File: config.mk
export PLATFORM = sky130hd
export DESIGN_NAME = mem_game_ctrl
export DESIGN_NICKNAME = d
export VERILOG_FILES = /design/src/rtl/mem_pkg.sv /design/src/rtl/mem_game_ctrl.sv
export SDC_FILE = /design/constraint.sdc
export NUM_CORES = 1
export LEC_CHECK = 0
export CORE_ASPECT_RATIO = 2
export CORE_MARGIN = 1
export CORE_UTILIZATION = 35
export DETAILED_ROUTE_END_ITERATION = 12
export DONT_BUFFER_PORTS = 1
export SLEW_MARGIN = 15
export SYNTH_ARGS = -nofsm -noshare
export SYNTH_HDL_FRONTEND = slang
export SYNTH_SLANG_ARGS = --single-unit
export TNS_END_PERCENT = 1
File: constraint.sdc
create_clock -name clk -period 11.8 [get_ports clk]
set_input_delay 2.36 -clock clk [delete_from_list [all_inputs] [get_ports clk]]
set_output_delay 2.36 -clock clk [all_outputs]
set_load 0.01 [all_outputs]
File: src/rtl/mem_pkg.sv
/*
    Memory puzzle shared definitions.
    Stage, digit, label row, puzzle and press types plus the game states.
*/
package mem_pkg;

    localparam int NUM_STAGES  = 5;
    localparam int NUM_POS     = 4;
    localparam int LFSR_WIDTH  = 12;
    localparam int MAX_STRIKES = 3;

    // digits, labels and positions, code 0..3 stands for 1..4.
    typedef logic [1:0] digit_t;

    typedef logic [2:0] stage_t;

    // entry i is the label on button position i.
    typedef digit_t [NUM_POS-1:0] label_row_t;

    typedef struct packed {
        digit_t     [NUM_STAGES-1:0] display;
        label_row_t [NUM_STAGES-1:0] labels;
    } puzzle_t;

    typedef struct packed {
        logic   valid;     // single-cycle strobe.
        digit_t pos;
    } press_t;

    // what was pressed at each stage so far.
    typedef struct packed {
        digit_t [NUM_STAGES-1:0] pos;
        digit_t [NUM_STAGES-1:0] label;
    } history_t;

    typedef enum logic [1:0] {
        ST_IDLE   = 2'd0,
        ST_PLAY   = 2'd1,
        ST_SOLVED = 2'd2,
        ST_LOST   = 2'd3
    } game_state_e;

endpackage

File: src/rtl/mem_game_ctrl.sv
/*
    Memory puzzle game controller.
    Game FSM, stage and strike counters, puzzle snapshot and press judgement.
*/
`timescale 1ns/1ps

module mem_game_ctrl import mem_pkg::*; (
    input  logic        clk,
    input  logic        nrst,
    input  logic        start,
    input  press_t      press,
    input  puzzle_t     cand_puzzle,
    input  digit_t      need_pos,
    output stage_t      stage,
    output digit_t      cur_display,
    output label_row_t  cur_labels,
    output logic        record,
    output digit_t      rec_pos,
    output logic        hist_clear,
    output logic [1:0]  strikes,
    output game_state_e state,
    output logic        correct,
    output logic        strike
);

    puzzle_t snap;
    logic    start_ok;
    logic    press_ok;
    logic    hit;
    logic    miss;
    logic    new_round;
    logic    last_stage;
    logic    last_strike;

    // start is ignored while a game is running.
    assign start_ok    = start && (state != ST_PLAY);
    assign press_ok    = press.valid && (state == ST_PLAY);
    assign hit         = (press.pos == need_pos);
    assign miss        = press_ok && !hit;
    assign last_stage  = (stage == stage_t'(NUM_STAGES - 1));
    assign last_strike = (strikes == 2'(MAX_STRIKES - 1));

    // fresh puzzle and empty history on start and after every strike.
    assign new_round  = start_ok || miss;
    assign hist_clear = new_round;

    assign record  = press_ok && hit;
    assign rec_pos = press.pos;

    assign cur_display = snap.display[stage];
    assign cur_labels  = snap.labels[stage];

    always_ff @(posedge clk) begin
        if (new_round) begin
            snap <= cand_puzzle;
        end
    end

    always_ff @(posedge clk or negedge nrst) begin
        if (!nrst) begin
            state   <= ST_IDLE;
            stage   <= '0;
            strikes <= '0;
            correct <= 1'b0;
            strike  <= 1'b0;
        end else begin
            correct <= 1'b0;
            strike  <= 1'b0;
            case (state)
                ST_PLAY: begin
                    if (press_ok && hit) begin
                        correct <= 1'b1;
                        if (last_stage) begin
                            state <= ST_SOLVED;    // stage stays at the last one.
                        end else begin
                            stage <= stage + 3'd1;
                        end
                    end else if (miss) begin
                        strike  <= 1'b1;
                        strikes <= strikes + 2'd1;
                        stage   <= '0;
                        if (last_strike) begin
                            state <= ST_LOST;
                        end
                    end
                end
                default: begin
                    // idle, solved and lost all wait for start.
                    if (start_ok) begin
                        state   <= ST_PLAY;
                        stage   <= '0;
                        strikes <= '0;
                    end
                end
            endcase
        end
    end

endmodule

# ---- Word level (Yosys, flattened, before mapping)
# Cells that the tools add are included.
dict set report word_totals {
  inputBits 58
  regBits 59
}
dict set report op_classes {
  add_sub_neg 2
  n_reduce_logical 10
  magnitude_cmp 1
  n_mux 24
  n_eq_ne 11
}
# op count
set ops {}
lappend ops {{8-bit binary-select mux with 3-bit select} 1}
lappend ops {{2-bit 2-to-1 mux} 11}
lappend ops {{3-bit 2-to-1 mux} 5}
lappend ops {{3-bit inequality test, second input constant} 4}
lappend ops {{8-bit 2-to-1 mux} 1}
lappend ops {{2-bit binary-select mux with 3-bit select} 1}
lappend ops {{3-bit AND reduction} 2}
lappend ops {{1-bit 2-to-1 mux} 5}
lappend ops {{1-bit logical AND} 4}
lappend ops {{3-bit by 4-bit < comparator with 1-bit output, second input constant} 1}
lappend ops {{2-bit inequality test, second input constant} 2}
lappend ops {{4-bit AND reduction} 1}
lappend ops {{3-bit by 1-bit adder with 3-bit output, second input constant} 1}
lappend ops {{3-bit equality test, second input constant} 1}
lappend ops {{2-bit by 1-bit adder with 2-bit output, second input constant} 1}
lappend ops {{2-bit by 1-bit equality test with 1-bit output, second input constant} 1}
lappend ops {{2-bit equality test} 1}
lappend ops {{2-bit equality test, second input constant} 1}
lappend ops {{2-bit by 1-bit inequality test with 1-bit output, second input constant} 1}
lappend ops {{2-bit nonzero test} 1}
lappend ops {{1-bit logical NOT} 1}
lappend ops {{1-bit logical OR} 1}

# ---- Longest topological paths before layout
dict set report depth {
  depth_word 6
  mapped_depth 6
  mapped_depth_nobuf 5
}

# ---- Least setup slack after synthesis
# OpenSTA, ideal clock, no wires.
dict set report synth_path {
  path_type {in2out}
  startpoint {input port need_pos[1]}
  endpoint {output port hist_clear}
  path_buffers 0
  path_slack_ps 4303
  arrival_time_ps 5137
  stages 3
  cell_sequence {xor2_1 -> nor2_2 -> o21ai_1}
}
dict set report synth_via {
  elab_chain_cells 4
}
# element line_no
set synth_rtl {}
lappend synth_rtl {{from (decl)} mem_game_ctrl.sv:13} ;# input digit_t need_pos,
lappend synth_rtl {{2-bit equality test} mem_game_ctrl.sv:38} ;# assign hit = (press.pos == need_pos);
lappend synth_rtl {{1-bit logical NOT} mem_game_ctrl.sv:39} ;# assign miss = press_ok && !hit;
lappend synth_rtl {{1-bit logical AND} mem_game_ctrl.sv:39}
lappend synth_rtl {{1-bit logical OR} mem_game_ctrl.sv:44} ;# assign new_round = start_ok || miss;
lappend synth_rtl {{to (decl)} mem_game_ctrl.sv:19} ;# output logic hist_clear,
# No other way between the ends.

# ---- Worst setup path after layout
# Ends and elaborated chain as after synthesis.

==> out/qor.yml <==
status:
  status: "finished clean"
grt:
  grt_pass1_vias: 1376
  grt_overflow_total: 0
  grt_pass1_wl_mm: 7.02
  grt_use_total_pct: 14.6
  grt_max_degree: 52
  antenna_found_initial: 0
worst_setup_path:
  start_kind: "input pin"
  worst-path-max-fanout: 51
  worstReg2RegStart: "state[0]"
  crit_required_ns: 9.44
  arrival_ns: 3.52
  cpMaxStageDelayCell: "buf_4"
  cp_num_buf_inv: 1
  path_delay_family: "buffers and inverters"
  cp_cell_sequence: "xor2_1 -> nor2_2 -> o21ai_4 -> buf_4"
  end_kind: "output port"
  crit_start: "need_pos[1]"
  worst-setup-path-type: "input pin to output port"
  max_stage_delay_ns: 0.55
pwr:
  p_clk_share_pct: 36.5
  cell_internal_pwr_mw: 0.481
  vdd_drop_max_mv: 0.103
  p_per_area_nw_per_um2: 236
  pwr-share-comb_pct: 16.4
  switching_power_mw: 0.172
  leakage_nw: 0.986
  p_seq_share_pct: 47.1
  netSwitchingFraction_pct: 26.4
synthesis:
  synth_top_family_by_area: "multiplexers"
  synthAdderAreaFrac_pct: 1.56
  synth_area_um2: 2400
  synth_edf_count: 50
  yosys.area_share.xor_xnor_pct: 0.729
  synth_area_leaders: "edfxtp_1, dfrtp_1, mux4_2, mux4_1, nand2_1"
  ys_types: 30
  synth_top_area_cell: "edfxtp_1"
  synth-seq-area-share_pct: 71.9
  ys_ff_latch: 59
  synth-simple-area-share_pct: 6.30
  synth-compound-area-share_pct: 5.00
  synth_top_area_share_pct: 62.5
  synth_top_flop_cell: "edfxtp_1"
  async_flop_share_pct: 15.3
  synthCells: 146
  syn-num-nets: 207
  avgSynthCellArea_um2: 16.5
  ys_warn_count: 0
  synthMuxAreaShare_pct: 10.7
routing:
  firstDrtPassIters: 4
  vias: 1239
  finalWirelength_mm: 4.68
  drt_iter0_markers: 117
  drc_errors: 0
  route.detailed.wl_per_inst_um: 19.2
  postRouteAntennaNets: 0
  via_per_inst: 5.08
layout:
  final_layout_size_suffix_gt1_share_pct: 16.0
  fin_nets: 213
  syn2layout_area_growth_pct: 15.1
  diodes: 0
  fin_area_um2: 2770
placement:
  placed_area_um2: 2490
  portBuffers: 0
  gp_congestion: 0.681
  hpwlAfterDp_mm: 3.25
sta:
  slew_headroom_pct: 37.9
  fin_skew_ns: 0.00775
  rsz0062_at_grt: "no"
  min_period_ns: 5.88
  period_share_pct: 49.8
  fmax_ghz: 0.170
  setup_viol: 0
  finalSetupTns_ns: 0
  finalMaxSlewViolations: 0
  hold_violations: 0
  tightest_slew_ns: 0.931
clock_network:
  clk_latency_ns: 0.32
  clk_path_buf_depth: 2
  clock-sinks: 59
  path_clk_slew_ns: 0.04
  post_cts_buffers: 0
  cts_tree: "done"
  htree_levels: 3
  cts_root_buf: "clkbuf_16"
  cts_resized: 0
  ctsHoldBuffers: 0
  numCtsBuffers: 9
floorplan:
  io_pins: 81
  dieWidth_um: 60.6
  coreArea_um2: 6620
  die_height_um: 119
  start_util_pct: 36.3
  core.rowCount: 42
  die_area_um2: 7220
worst_hold_path:
  worstHoldStart: "strikes[0]"
  hold_path.class: "flop to flop"
run:
  cap_violations: 0
==> flip-flops by register name, indices dropped and copies added (netlist names) <==
| name | flops |
|---|---|
| snap | 50 |
| strike | 1 |
| state | 2 |
| stage | 3 |
| strikes | 2 |
| correct | 1 |
==> cell type report <==
cell class | count | area [µm²]
sequential | 59 | 1730
tap | 88 | 110
clock inverter | 5 | 45.0
multi-input combinational | 67 | 594
clock buffer | 10 | 229
timing repair buffer | 1 | 7.51
inverter | 14 | 52.6
fill | 641 | 3860
==> worst paths after layout <==
path | end | slack (ns) | cells past startpoint
worst max-delay path | hist_clear | 5.92 | 4
worst min-delay path | strikes[0] | 0.58 | 1
worst max register to register | snap[31] | 9.92 | 4
worst min register to register | strikes[0] | 0.58 | 1
max in group asynchronous | strikes[0] | 10.00 | 0
min in group asynchronous | stage[0] | 1.73 | 0
==> kinds of logic (layout without fill, tap and decap cells) <==
logic type | Yosys count | in the layout
buffers and inverters | 20 | 30
AOI/OAI and AO/OA | 20 | 20
xor gates and xnor gates | 2 | 2
and+or+nand+nor | 30 | 30
DFF | 59 | 59
muxes | 12 | 12
adders and majority gates | 3 | 3
==> synth_stat cells (2+ instances only) <==
master,n
edfxtp_1,50
nand2_1,18
inv_1,13
o21ai_1,13
dfrtp_1,9
mux4_2,7
ha_1,3
mux4_1,3
a31oi_1,2
buf_2,2
buf_4,2
mux2i_1,2
nor2_1,2
nor2_2,2
nor3_1,2
xor2_1,2
==> placed cells by master (no fill, tap or decap) <==
cell type	count
edfxtp_1	50
nand2_1	18
inv_1	13
o21ai_1	12
clkbuf_16	9
dfrtp_1	9
mux4_2	7
clkinv_1	4
mux4_1	3
ha_1	3
xor2_1	2
nor3_1	2
nor2_2	2
nor2_1	2
mux2i_1	2
a31oi_1	2
inv_2	1
and3_1	1
nand3b_4	1
nor3_2	1
nand2b_1	1
o21ai_4	1
a21oi_1	1
nor2b_1	1
a32oi_1	1
a21o_1	1
a221oi_2	1
nand3_1	1
o22ai_1	1
bufinv_16	1
clkbuf_1	1
buf_4	1
==> worst register-to-register path, stage by stage (launching register included) <==
cell and delay, ns:
dfrtp_1 0.46, nand2b_1 0.15, nand2_1 0.22, o21ai_4 0.11, buf_4 0.55
==> power by group through the flow <==
stage | sequential [mW] | clock (mW) | combinational [mW]
finish | 0.308 | 0.238 | 0.107
global route | 0.313 | 0.253 | 0.119
CTS | 0.309 | 0.243 | 0.109
detailed placement | 0.313 | 0 | 0.108
global placement | 0.309 | 0 | 0.102
floorplan | 0.301 | 0 | 0.0929
==> metrics by stage <==
step	power (mW)	std cells	setup WS, ns	util [%]	hold WS (ns)
after global routing	0.686	244	5.82	41.8	0.616
after detailed placement	0.421	229	5.92	37.6	0.577
after floorplan	0.394	146	4.30	-	0.532
final	0.653	244	5.92	41.8	0.578
after CTS	0.661	244	5.91	41.8	0.583
after global placement	0.412	229	5.97	37.6	0.568
==> routing by layer <==
layer	wire length, µm	global-route usage (%)	part of all wire, %	up-vias
met3	362	6.51	7.7	8
met1	1540	13.3	33	613
li1	-	-	-	554
met5	0	0	0	-
met2	2680	24.8	57	64
met4	95	9.23	2.0	0
No activity file was read; power rests on OpenSTA's default activity.
