`src/rtl/mem_pkg.sv`:
```
/*
    Memory puzzle shared definitions.
    Stage, digit, label row, puzzle and press types plus the game states.
*/
package mem_pkg;

    localparam int NUM_STAGES  = 5;
    localparam int NUM_POS     = 4;
    localparam int LFSR_WIDTH  = 12;
    localparam int MAX_STRIKES = 3;

    // digits, labels and positions, code 0..3 stands for 1..4.
    typedef logic [1:0] digit_t;

    typedef logic [2:0] stage_t;

    // entry i is the label on button position i.
    typedef digit_t [NUM_POS-1:0] label_row_t;

    typedef struct packed {
        digit_t     [NUM_STAGES-1:0] display;
        label_row_t [NUM_STAGES-1:0] labels;
    } puzzle_t;

    typedef struct packed {
        logic   valid;     // single-cycle strobe.
        digit_t pos;
    } press_t;

    // what was pressed at each stage so far.
    typedef struct packed {
        digit_t [NUM_STAGES-1:0] pos;
        digit_t [NUM_STAGES-1:0] label;
    } history_t;

    typedef enum logic [1:0] {
        ST_IDLE   = 2'd0,
        ST_PLAY   = 2'd1,
        ST_SOLVED = 2'd2,
        ST_LOST   = 2'd3
    } game_state_e;

endpackage

```
`src/rtl/mem_answer_unit.sv`:
```
/*
    Memory puzzle answer unit.
    Keeps the press history and applies the stage rules to find the required button.
*/
`timescale 1ns/1ps

module mem_answer_unit import mem_pkg::*; (
    input  logic       clk,
    input  logic       nrst,
    input  stage_t     stage,
    input  digit_t     cur_display,
    input  label_row_t cur_labels,
    input  logic       record,
    input  digit_t     rec_pos,
    input  logic       hist_clear,
    output digit_t     need_pos
);

    history_t hist;

    // position on the current row that carries the given label.
    function automatic digit_t find_label(input label_row_t row, input digit_t lbl);
        digit_t pos;
        pos = '0;
        for (int i = 0; i < NUM_POS; i++) begin
            if (row[i] == lbl) begin
                pos = digit_t'(i);
            end
        end
        return pos;
    endfunction

    always_ff @(posedge clk or negedge nrst) begin
        if (!nrst) begin
            hist <= '0;
        end else if (hist_clear) begin
            hist <= '0;
        end else if (record) begin
            hist.pos[stage]   <= rec_pos;
            hist.label[stage] <= cur_labels[rec_pos];
        end
    end

    // display code d means digit d+1, label code 3 is label 4.
    always_comb begin
        need_pos = '0;
        case (stage)
            3'd0: begin
                case (cur_display)
                    2'd0:    need_pos = 2'd1;
                    2'd1:    need_pos = 2'd1;
                    2'd2:    need_pos = 2'd2;
                    default: need_pos = 2'd3;
                endcase
            end
            3'd1: begin
                case (cur_display)
                    2'd0:    need_pos = find_label(cur_labels, 2'd3);
                    2'd1:    need_pos = hist.pos[0];
                    2'd2:    need_pos = 2'd0;
                    default: need_pos = hist.pos[0];
                endcase
            end
            3'd2: begin
                case (cur_display)
                    2'd0:    need_pos = find_label(cur_labels, hist.label[1]);
                    2'd1:    need_pos = find_label(cur_labels, hist.label[0]);
                    2'd2:    need_pos = 2'd2;
                    default: need_pos = find_label(cur_labels, 2'd3);
                endcase
            end
            3'd3: begin
                case (cur_display)
                    2'd0:    need_pos = hist.pos[0];
                    2'd1:    need_pos = 2'd0;
                    2'd2:    need_pos = hist.pos[1];
                    default: need_pos = hist.pos[1];
                endcase
            end
            3'd4: begin
                case (cur_display)
                    2'd0:    need_pos = find_label(cur_labels, hist.label[0]);
                    2'd1:    need_pos = find_label(cur_labels, hist.label[1]);
                    2'd2:    need_pos = find_label(cur_labels, hist.label[3]);
                    default: need_pos = find_label(cur_labels, hist.label[2]);
                endcase
            end
            default: need_pos = '0;
        endcase
    end

endmodule

```
`config.mk`:
```
export PLATFORM = sky130hd
export DESIGN_NAME = mem_answer_unit
export DESIGN_NICKNAME = d
export VERILOG_FILES = /design/src/rtl/mem_pkg.sv /design/src/rtl/mem_answer_unit.sv
export SDC_FILE = /design/constraint.sdc
export NUM_CORES = 1
export LEC_CHECK = 0
export ABC_AREA = 1
export ABC_CLOCK_PERIOD_IN_PS = 1600
export BUFFER_PORTS_ARGS = -buffer_cell sky130_fd_sc_hd__buf_2
export CELL_PAD_IN_SITES_DETAIL_PLACEMENT = 1
export CELL_PAD_IN_SITES_GLOBAL_PLACEMENT = 2
export CORE_ASPECT_RATIO = 0.5
export CORE_MARGIN = 4
export CORE_UTILIZATION = 30
export DETAILED_ROUTE_END_ITERATION = 8
export GPL_ROUTABILITY_DRIVEN = 1
export GPL_TIMING_DRIVEN = 1
export PLACE_DENSITY = 0.93
export SYNTH_ARGS = -nofsm -noshare
export SYNTH_HDL_FRONTEND = slang
export SYNTH_SLANG_ARGS = --single-unit
```
`constraint.sdc`:
```
create_clock -name clk -period 1.6 [get_ports clk]
set_input_delay 0.16 -clock clk [delete_from_list [all_inputs] [get_ports clk]]
set_output_delay 0.16 -clock clk [all_outputs]
set_load 0.01 [all_outputs]
```
# After elaboration in Yosys (flattened, before gate mapping)
# Cells that the tools add are included.
# word_totals
regBits	20
inputBits	19
wordCells	68
out_inout_bits	2
# op_classes
n_reduce_logical	5
mux	29
n_lt_le_gt_ge	3
n_eq_ne	21
# ops
cell	n
two-way mux 20 bit	2
equality test 2 bit	12
two-way mux 2 bit	12
bitwise mux 10 bit	2
one-hot mux 2 bit (2 select lines)	3
one-hot mux 2 bit (3 select lines)	2
one-hot mux 2 bit (5 select lines)	1
equality test 2 bit (second input constant)	4
demux 2 bit (select 3 bit)	1
equality test 3 x 2 -> 1 bit (second input constant)	2
two-way mux 1 bit	5
binary-select mux 2 bit (select 2 bit)	1
< comparator 3 x 4 -> 1 bit (second input constant)	1
equality test 3 x 1 -> 1 bit (second input constant)	1
equality test 3 bit (second input constant)	1
>= comparator 3 x 1 -> 1 bit (second input constant)	1
logical NOT 3 bit	1
< comparator 2 x 3 -> 1 bit (second input constant)	1
equality test 2 x 1 -> 1 bit (second input constant)	1
logical NOT 2 bit	1
nonzero test 2 bit	1
OR reduction 2 bit	1
logical AND 1 bit	1

# Depth between registers and ports, before layout
# Gate-level depths: netlist of the first run.
# depth
depth_word	7
ltp_mapped	11
depth_no_buf	10

# Worst setup path before layout of the first run
# No wires, ideal clock.
# synth_path
path_kind	flip-flop to output port
from	reg hist[0] in the netlist's numbering
to	out need_pos[0]
path_buffers	0
t_required_ps	1440
slack_ps	407
arrival_time_ps	1033
path_stages_with_launch	11
cell_sequence	dfrtp_1 inv_1 nand2_1 nand2_1 nand2_1 nand2_1 nand2_1 nand2_1 nand3_1 nand2_1 nand3_1
# synth_between
elab_chain_len	6
word_cells_on_any_way	9
classes_between	3 x eq/ne; 6 x mux
# synth_rtl
element	line_no	rtl
start, declared	mem_answer_unit.sv:19	history_t hist;
equality test 2 bit	mem_answer_unit.sv:26	if (row[i] == lbl) begin
two-way mux 1 bit	mem_answer_unit.sv:26	
two-way mux 2 bit	mem_answer_unit.sv:26	
two-way mux 2 bit (*)	mem_answer_unit.sv:26	
one-hot mux 2 bit (3 select lines) (on tied branches)	mem_answer_unit.sv:81, mem_answer_unit.sv:65	
one-hot mux 2 bit (5 select lines) (*)	mem_answer_unit.sv:47	case (stage)
end, declared	mem_answer_unit.sv:16	output digit_t need_pos
# Mark *: on every way between the ends. The rest lies on a longest branch, timed or not.

# Worst setup path after layout of the first run
# layout_path
from	reg hist[6] in the netlist's numbering
to	out need_pos[0]
# layout_between
elab_chain_len	6
word_cells_on_any_way	8
classes_between	3 x eq/ne; 5 x mux
# layout_rtl
element	line_no	rtl
equality test 2 bit	mem_answer_unit.sv:26	
two-way mux 1 bit	mem_answer_unit.sv:26	
two-way mux 2 bit	mem_answer_unit.sv:26	
two-way mux 2 bit (*)	mem_answer_unit.sv:26	
one-hot mux 2 bit (3 select lines) (*)	mem_answer_unit.sv:81	case (cur_display)
one-hot mux 2 bit (5 select lines) (*)	mem_answer_unit.sv:47	
# Marks and branches as above.

==> results of run 1 <==
## per-layer routing
layer  vias to the layer above  wire length (um)  track usage [%]
li1                        739                 -                -
met1                       699              2170             23.3
met2                        27              1940             30.6
met3                         4               167             3.59
met4                         0                59             5.52
met5                         -                 0                0
## cell usage after synthesis (5+ instances only)
library cell,n
nand2_1,96
inv_1,21
nor2_1,17
nand3_1,14
dfrtp_1,12
o22ai_1,11
inv_2,10
o21ai_0,10
xnor2_1,6
a21oi_1,5
## worst paths after layout
check,start,endpoint,slack (ns),cells past startpoint
worst max-delay path,hist[6]$_DFFE_PN0P_,need_pos[0],-0.07,11
worst min-delay path,record,hist[5]$_DFFE_PN0P_,0.23,3
worst max register to register,hist[6]$_DFFE_PN0P_,hist[6]$_DFFE_PN0P_,0.63,4
worst min register to register,hist[13]$_DFFE_PN0P_,hist[13]$_DFFE_PN0P_,0.56,2
max in group asynchronous,nrst,hist[5]$_DFFE_PN0P_,1.03,2
min in group asynchronous,nrst,hist[0]$_DFFE_PN0P_,0.32,2
## logic make-up after synthesis
family	count (synthesis)
compound gates	31
xor+xnor	6
buf+inv	34
flops	12
simple gates	132
## repair_timing
item,in CTS,in global routing
gates resized for setup,13,11
buffers inserted,3,3
pin swaps,7,9
setup endpoints to repair,2,2
hold buffers,1,0
hold endpoints to repair,12,0
gates cloned,0,0
## where the power goes
part | leakage, nW | switching (mW) | internal (mW)
Clock | 0.0216 | 0.115 | 0.166
Sequential | 0.165 | 0.00725 | 0.311
Combinational | 0.591 | 0.179 | 0.0965
## worst max-delay path: stages (launching register included)
cell and delay [ns]:
dfrtp_1 0.41, inv_2 0.10, nand2_2 0.06, nand2_2 0.10, nor2_2 0.04, nor2_2 0.11, nand2_2 0.07, nand2_2 0.06
nand3_2 0.06, nand2_2 0.06, nand3_2 0.06, buf_6 0.12
## final cells by class
cell class / instances / area share [%]
Tap cell: 51 / 4.24
Timing Repair Buffer: 27 / 10.7
Multi-Input combinational cell: 169 / 54.5
Sequential cell: 12 / 20.0
Clock buffer: 3 / 2.74
Inverter: 31 / 7.73
## through the flow
stage / hold WS (ns) / std cells / power, mW / TNS, ns / setup WS [ns]
6_report: 0.229 / 293 / 0.874 / -0.114 / -0.0713
5_1_grt: 0.249 / 293 / 0.936 / -0.377 / -0.192
4_1_cts: 0.222 / 290 / 0.862 / -0.0499 / -0.0356
3_5_place_dp: 0.0577 / 283 / 0.567 / 0 / 0.126
3_3_place_gp: 0.0481 / 283 / 0.563 / 0 / 0.156
2_1_floorplan: -0.136 / 215 / 0.471 / 0 / 0.407
==> impl.org, run 1 <==
** Logic synthesis
- Measured against the total synthesized area, the mux share comes to 0%.
- For this run, the number of Yosys warnings is 0.
- Combined area of all synthesized cells :: 1200 um2
- Synth area leader :: nand2_1
- Top cells by area, synth :: nand2_1 (30%), dfrtp_1 (25%), inv_1 (6.6%)
- Synthesis handed over a netlist of about 220 instances.
- In this run the biggest area consumer among cell types represents 30.0% of the synthesized area.
- Most instantiated flip-flop cell in the synthesis netlist :: dfrtp_1
- After Yosys synthesis, full adders, half adders and majority gates account for 0% of the synthesized area.
- Average cell area after synthesis :: between 5 and 6 um2
- Count of flip-flops with a built-in enable after synthesis :: 0
- Simple-gate share of the synthesized area :: 44.5%
- Largest family of logic cells by synthesized area :: simple AND/OR/NAND/NOR gates
- Share of the synthesized area in compound gates (AO/OA/AOI/OAI) :: between 10% and 20%
- The synthesized design contains 12 register bits.
- Counting every net in the synthesized netlist gives roughly 230.
- Count of unique library cells instantiated by Yosys :: 20
- Parity-gate share of the synthesized area counting xor and xnor cells :: 4.38%
- The share of the Yosys chip area taken by registers is between 20% and 30%.
- Counting flops with an async set or reset pin after synthesis yields a share of 100%.

** Layout
- Diode count :: 0
- The sequential cells in the finished layout cover a total of around 300 um2.
- The largest registers in the layout are hist (12).
- Commonest non-fill, non-tap cell in the layout :: nand2_1
- Register ranked first by flip-flop count :: hist
- Area of the multi-input gates :: 821 um2
- Layout Nets :: 263
- Of the cells placed in the final design, the portion with a size suffix greater than 1 is 27.3%.
- Number of flip-flops under the largest register name :: 12
- The layout has a little over 500 filler cells.
- In the layout the commonest cells are nand2_1 (86), buf_2 (19), inv_2 (16), inv_1 (15), nor2_1 (15).
- At the end of the flow the core is filled with cells to between 40% and 50%.
- Area of all placed cells without fillers :: ~1500 um2
- Synth-to-Final Area Change :: 25.4%

** Global route
- Initial antenna violation count :: 0
- GRT Util Overall :: 18.0%
- Wire length of the first global-routing pass :: 7.04 mm
- Congestion Overflow GR :: 0
- Number of global-route vias before repair :: 1468
- Entering global routing, the biggest net connects 13 pins.

** Floorplanning
- Floorplan Core Area :: 3640 um2
- Die outline area :: 5140 um2
- For this configuration, the core starts out at a cell density of 33.0%.
- Chip Width :: 97.4 um
- 21 I/O pins were placed.
- The floorplan has 15 rows.
- Measured along the y axis, the die boundary spans 52.7 um.

** Worst hold path
- The worst hold path belongs to the class in2reg.

** Timing
- The number of hold violations in the final report is 0.
- Setup violations remaining at the end of the flow were counted as 2.
- Pins Over Slew Limit :: 0
- Crit path time final :: ~1.7 ns
- Timing would allow up to approximately 600 MHz.
- For the final database, setup skew stands at 0 ns.
- For the pin with the worst max-slew slack, the measured transition is 0.469 ns.
- Unrepaired setup endpoints after global routing :: yes
- Final critical-path share of the clock period :: 104%
- Worst slew margin relative to its limit :: 68.7%
- Final Worst Setup Slack :: -0.0713 ns

** Drt
- Number of vias per cell :: 5.01
- Number of design-rule violations left by the first detailed-router iteration :: 77
- Drt drc :: 0
- Overall routed net length :: between 4 and 5 mm
- The count of nets left with antenna violations once routing finished came out at 0.
- The first TritonRoute pass finished after 4 iterations.
- Per-cell routed wire length :: around 15 um
- Vias after detailed routing :: about 1500

** Worst setup path
- Along the worst path, the maximum fanout reaches 4.
- The setup path with the least slack is of type reg2out.
- Endpoint type of the worst setup path :: primary output
- The worst setup path is launched from a register.
- Worst path arrival time :: around 1.5 ns
- Required time reported for the critical path endpoint :: 1.44 ns

** Clock network
- Number of H-tree branching levels :: 1
- At the later pin of the worst-skew pair, clock insertion delay measures approximately 0.25 ns.
- No sink is reached through more buffers than the 2 on the longest clock path.
- Number of clock sinks :: 12
- Buffers inserted during clock tree synthesis total 3.
- After clock tree synthesis, the clock-pin slew on the worst setup and hold paths is approximately 0.05 ns.
- Clock tree from TritonCTS :: done
- In this run the clock root is driven by a clkbuf_8.

** Flow run
- Maximum capacitance violations :: 0

** Placement
- After detailed placement, the total cell area comes to 1350 um2.
- Half-perimeter wire length of the detailed placement result :: 3.47 mm
- Port buffering added 20 buffers.
- Gpl congestion :: 0.899

** Power
- Power density over cell area :: 581 nW/um2
- Leak :: 0.777 nW
- Peak VDD IR :: 0.000347 V

** Outcome
- Violations in the final reports :: negative setup slack
- The flow ran to the end, but the final reports show violations.
Power figures use the tool's default switching activity.
==> inputs of run 2 (changes only) <==
==> constraint.sdc (replaced) <==
create_clock -name clk -period 1.6 [get_ports clk]
set_input_delay 0.16 -clock clk [delete_from_list [all_inputs] [get_ports clk]]
set_output_delay 0.16 -clock clk [all_outputs]
set_load 0.02 [all_outputs]
==> run 2 against run 1 <==
  * The run still ends with negative setup slack left
  * Cell area is essentially flat
  * Global-route usage grew 1.0 points
  * Utilization is essentially flat
  * Power grew 1.2%
  * Via count is essentially flat
  * Largest power group unchanged
  * Combinational power grew 4%
==> impl.org, run 2 (synthesis results as in run 1) <==
** Outcome
- Result of the run :: complete, but fails checks
- The checks that failed: negative setup slack.

** Power
- Logic pwr share :: 32.3% (+0.8 points)
- The worst voltage drop across the vdd grid was 0.000284 V (-18%).
- Power share of the clock group :: 31.8% (-0.4 points)
- Switching power :: 310 uW (+2.8%)
- Sequential power share :: 35.9% (-0.4 points)
- Total internal power :: 575 uW (+0.31%)
- Leak :: 0.770 nW (-0.89%)
- The switching fraction of total power was 35.0% (+0.55 points).
- Power density over cell area :: 588 nW/um2 (+1.2%)

** Worst setup path
- Crit path kind :: reg2out
- Most frequent cell on the critical path :: nand2_1
- The critical path required time was 1.44 ns (about the same).
- Critical Path Fanout Max :: 4 (unchanged)
- Traced cell by cell, the critical path runs through inv_2, nand2_1, nand2_1, nand2_2, nand2_1, nand2_2, nand2_1, nand2_1, nand3_2, nand3_2, buf_6.
- Crit path launch type :: register
- STA classifies the critical path endpoint as a primary output.
- Among all stages on the critical path, the largest delay is contributed by dfrtp_1.
- Source of the worst register-to-register timing path :: hist[2]$_DFFE_PN0P_
- Worst path arrival time :: 1.55 ns (+0.04 ns)
- The setup slack of the worst register-to-register path was 0.73 ns (+0.10 ns).
- Delay of the slowest critical-path stage :: 0.42 ns (about the same)
- Cell count of the worst reg-to-reg path :: 3 (-1)
- The endpoint identified for the worst register-to-register timing path is hist[2]$_DFFE_PN0P_.

** Clock network
- Clock input transition at the sequential cells of the worst setup and hold paths :: 0.06 ns (about the same)
- Clock tree from TritonCTS :: done
- The number of clock sinks seen by CTS was 12 (unchanged).
- TritonCTS Buffers :: 3 (unchanged)
- Number of H-tree branching levels :: 1 (unchanged)
- Clock latency on the worst-skew pair :: 0.24 ns (about the same)
- The maximum clock insertion buffer count is 2 (unchanged).
- Root buffer selected by CTS :: clkbuf_8

** Flow run
- Maximum capacitance violations :: 0 (unchanged)

** Layout
- The core occupancy in the finished layout is 41.3% (about the same).
- Ranked by flip-flop count, first place goes to hist.
- Synth-to-Final Area Change :: 25.3% (about the same)
- Registers with the most flip-flops :: hist (12)
- The top cell types in the final layout, fill and taps aside, are nand2_1 (82), buf_2 (18), inv_2 (16), nor2_1 (16), inv_1 (15).
- Commonest non-fill, non-tap cell in the layout :: nand2_1
- Area taken by flip-flops and latches :: 300 um2 (-0.41%)
- Layout Nets :: 262 (-0.38%)
- The area of the multi-input gates is 822 um2 (+0.15%).
- The fraction of final layout cells sized beyond drive strength 1 was 27.4% (+0.11 points).
- The flip-flop count of the largest register after layout was 12 (unchanged).
- The count of inserted antenna diode cells is 0 (unchanged).
- The number of fill cells is 508 (-1.7%).

** Floorplanning
- The I/O pin count was 21 (unchanged).
- The overall die height came to 52.7 um (unchanged).
- Chip Width :: 97.4 um (unchanged)
- Initial cell density of the core :: 33.0% (unchanged)
- The count of standard-cell rows was 15 (unchanged).
- Die outline area :: 5140 um2 (unchanged)
- Floorplan Core Area :: 3640 um2 (unchanged)

** Global route
- The wire length of the first global-routing pass is 7.54 mm (+7.1%).
- Pin count of the biggest net entering global routing :: 13 (unchanged)
- Congestion Overflow GR :: 0 (unchanged)
- The global routing usage summed across all routing layers came to 19.0% (+1.0 points).
- Initial antenna violation count :: 0 (unchanged)
- Number of global-route vias before repair :: 1582 (+7.8%)

** Timing
- The transition time at the pin with the least slew margin came to 0.460 ns (-0.00834 ns).
- Crit path time final :: 1.71 ns (+0.0339 ns)
- The worst clock skew is 0 ns (unchanged).
- Final critical-path share of the clock period :: 107% (+2.1 points)
- Unrepaired setup endpoints after global routing :: yes
- The slack of the critical path came to -0.105 ns (-0.0339 ns).
- The final-layout worst hold slack is 0.241 ns (+0.0120 ns).
- Maximum clock frequency :: 586 MHz (-2.0%)
- The count of final max-slew check failures was 0 (unchanged).
- The count of endpoints failing setup in the final report is 2 (unchanged).
- Final-report hold violation count :: 0 (unchanged)
- Worst slew margin relative to its limit :: 69.3% (+0.56 points)

** Worst hold path
- Worst min-delay path class :: in2reg
- Hold worst-path end :: hist[5]$_DFFE_PN0P_
- The startpoint identified for the worst hold timing path is record.
- The number of instances on the worst hold path came to 3 (unchanged).

** Drt
- The detailed router's first-iteration violation count came to 84 (+9.1%).
- The met2 layer wire length in the routed design is 2.11 mm (+8.7%).
- Number of vias per cell :: 5.03 (+0.41%)
- Met3 Wirelength :: 173 um (+3.6%)
- Drt drc :: 0 (unchanged)
- Antenna-violating nets left :: 0 (unchanged)
- The average wire per standard cell was 15.5 um (+4.9%).
- Top Layer Used :: met4
- Vias after detailed routing :: 1470 (+0.068%)
- Overall routed net length :: 4.54 mm (+4.6%)
- The met1 wire length is 2.24 mm (+3.1%).
- Total iterations of the first detailed-routing run :: 4 (unchanged)

** Placement
- The routability-driven placement congestion ratio came to 0.912 (+1.4%).
- Setup WS pre-CTS :: 0.135 ns (+0.00945 ns)
- Half-perimeter wire length of the detailed placement result :: 3.64 mm (+4.7%)
- The number of buffers inserted by port buffering is 20 (unchanged).
-- run 2: power by group through the flow --
stage                     registers, mW  logic (mW)  clock network (mW)
after floorplan                   0.320       0.155                   0
after global placement            0.322       0.247                   0
after detailed placement          0.322       0.253                   0
after CTS                         0.317       0.270               0.284
after global routing              0.318       0.321               0.298
final                             0.318       0.286               0.281
-- run 2: cell type report --
type                    instances  share of cell area (%)
inverters                      31                    7.74
multi-input cells             169                    54.7
flip-flops and latches         12                    20.0
repair buffers                 26                    10.6
well taps                      51                    4.24
clock buffers                   3                    2.75
-- run 2: metal layers --
layer,vias up,track usage [%]
met3,2,3.72
met5,-,0
met1,710,24.2
met4,0,2.07
li1,737,-
met2,21,34.9
-- run 2: through the flow --
stage	instance area [um2]	setup TNS [ns]	cells	total power, mW
finish	1500	-0.195	292	0.885
global route	1500	-0.389	292	0.937
CTS	1450	-0.119	290	0.872
detailed placement	1350	0	283	0.575
global placement	1350	0	283	0.568
floorplan	1200	0	215	0.475
-- run 2: critical path, delay by kind of cell, from the launching register on --
kind	cells	cell delay, ns
DFF	1	0.42
and+or+nand+nor	9	0.62
buffers and inverters	2	0.25
-- run 2: worst max-delay path by stage --
stage                   startpoint           to  slack, ns  cells after the start
5_1_grt        hist[2]$_DFFE_PN0P_  need_pos[0]      -0.21                     11
3_5_place_dp   hist[2]$_DFFE_PN0P_  need_pos[0]       0.14                     11
3_3_place_gp   hist[0]$_DFFE_PN0P_  need_pos[0]       0.15                     11
2_1_floorplan  hist[0]$_DFFE_PN0P_  need_pos[0]       0.34                     10
6_report       hist[2]$_DFFE_PN0P_  need_pos[0]      -0.11                     11
4_1_cts        hist[6]$_DFFE_PN0P_  need_pos[0]      -0.06                     11
-- run 2: timing repair --
item                                    in CTS  in global routing
gates resized for setup                     16                 13
pin swaps                                   13                 12
hold endpoints to repair                    12                  0
endpoints found under the setup margin       2                  2
setup buffers                                3                  2
hold buffers                                 1                  0
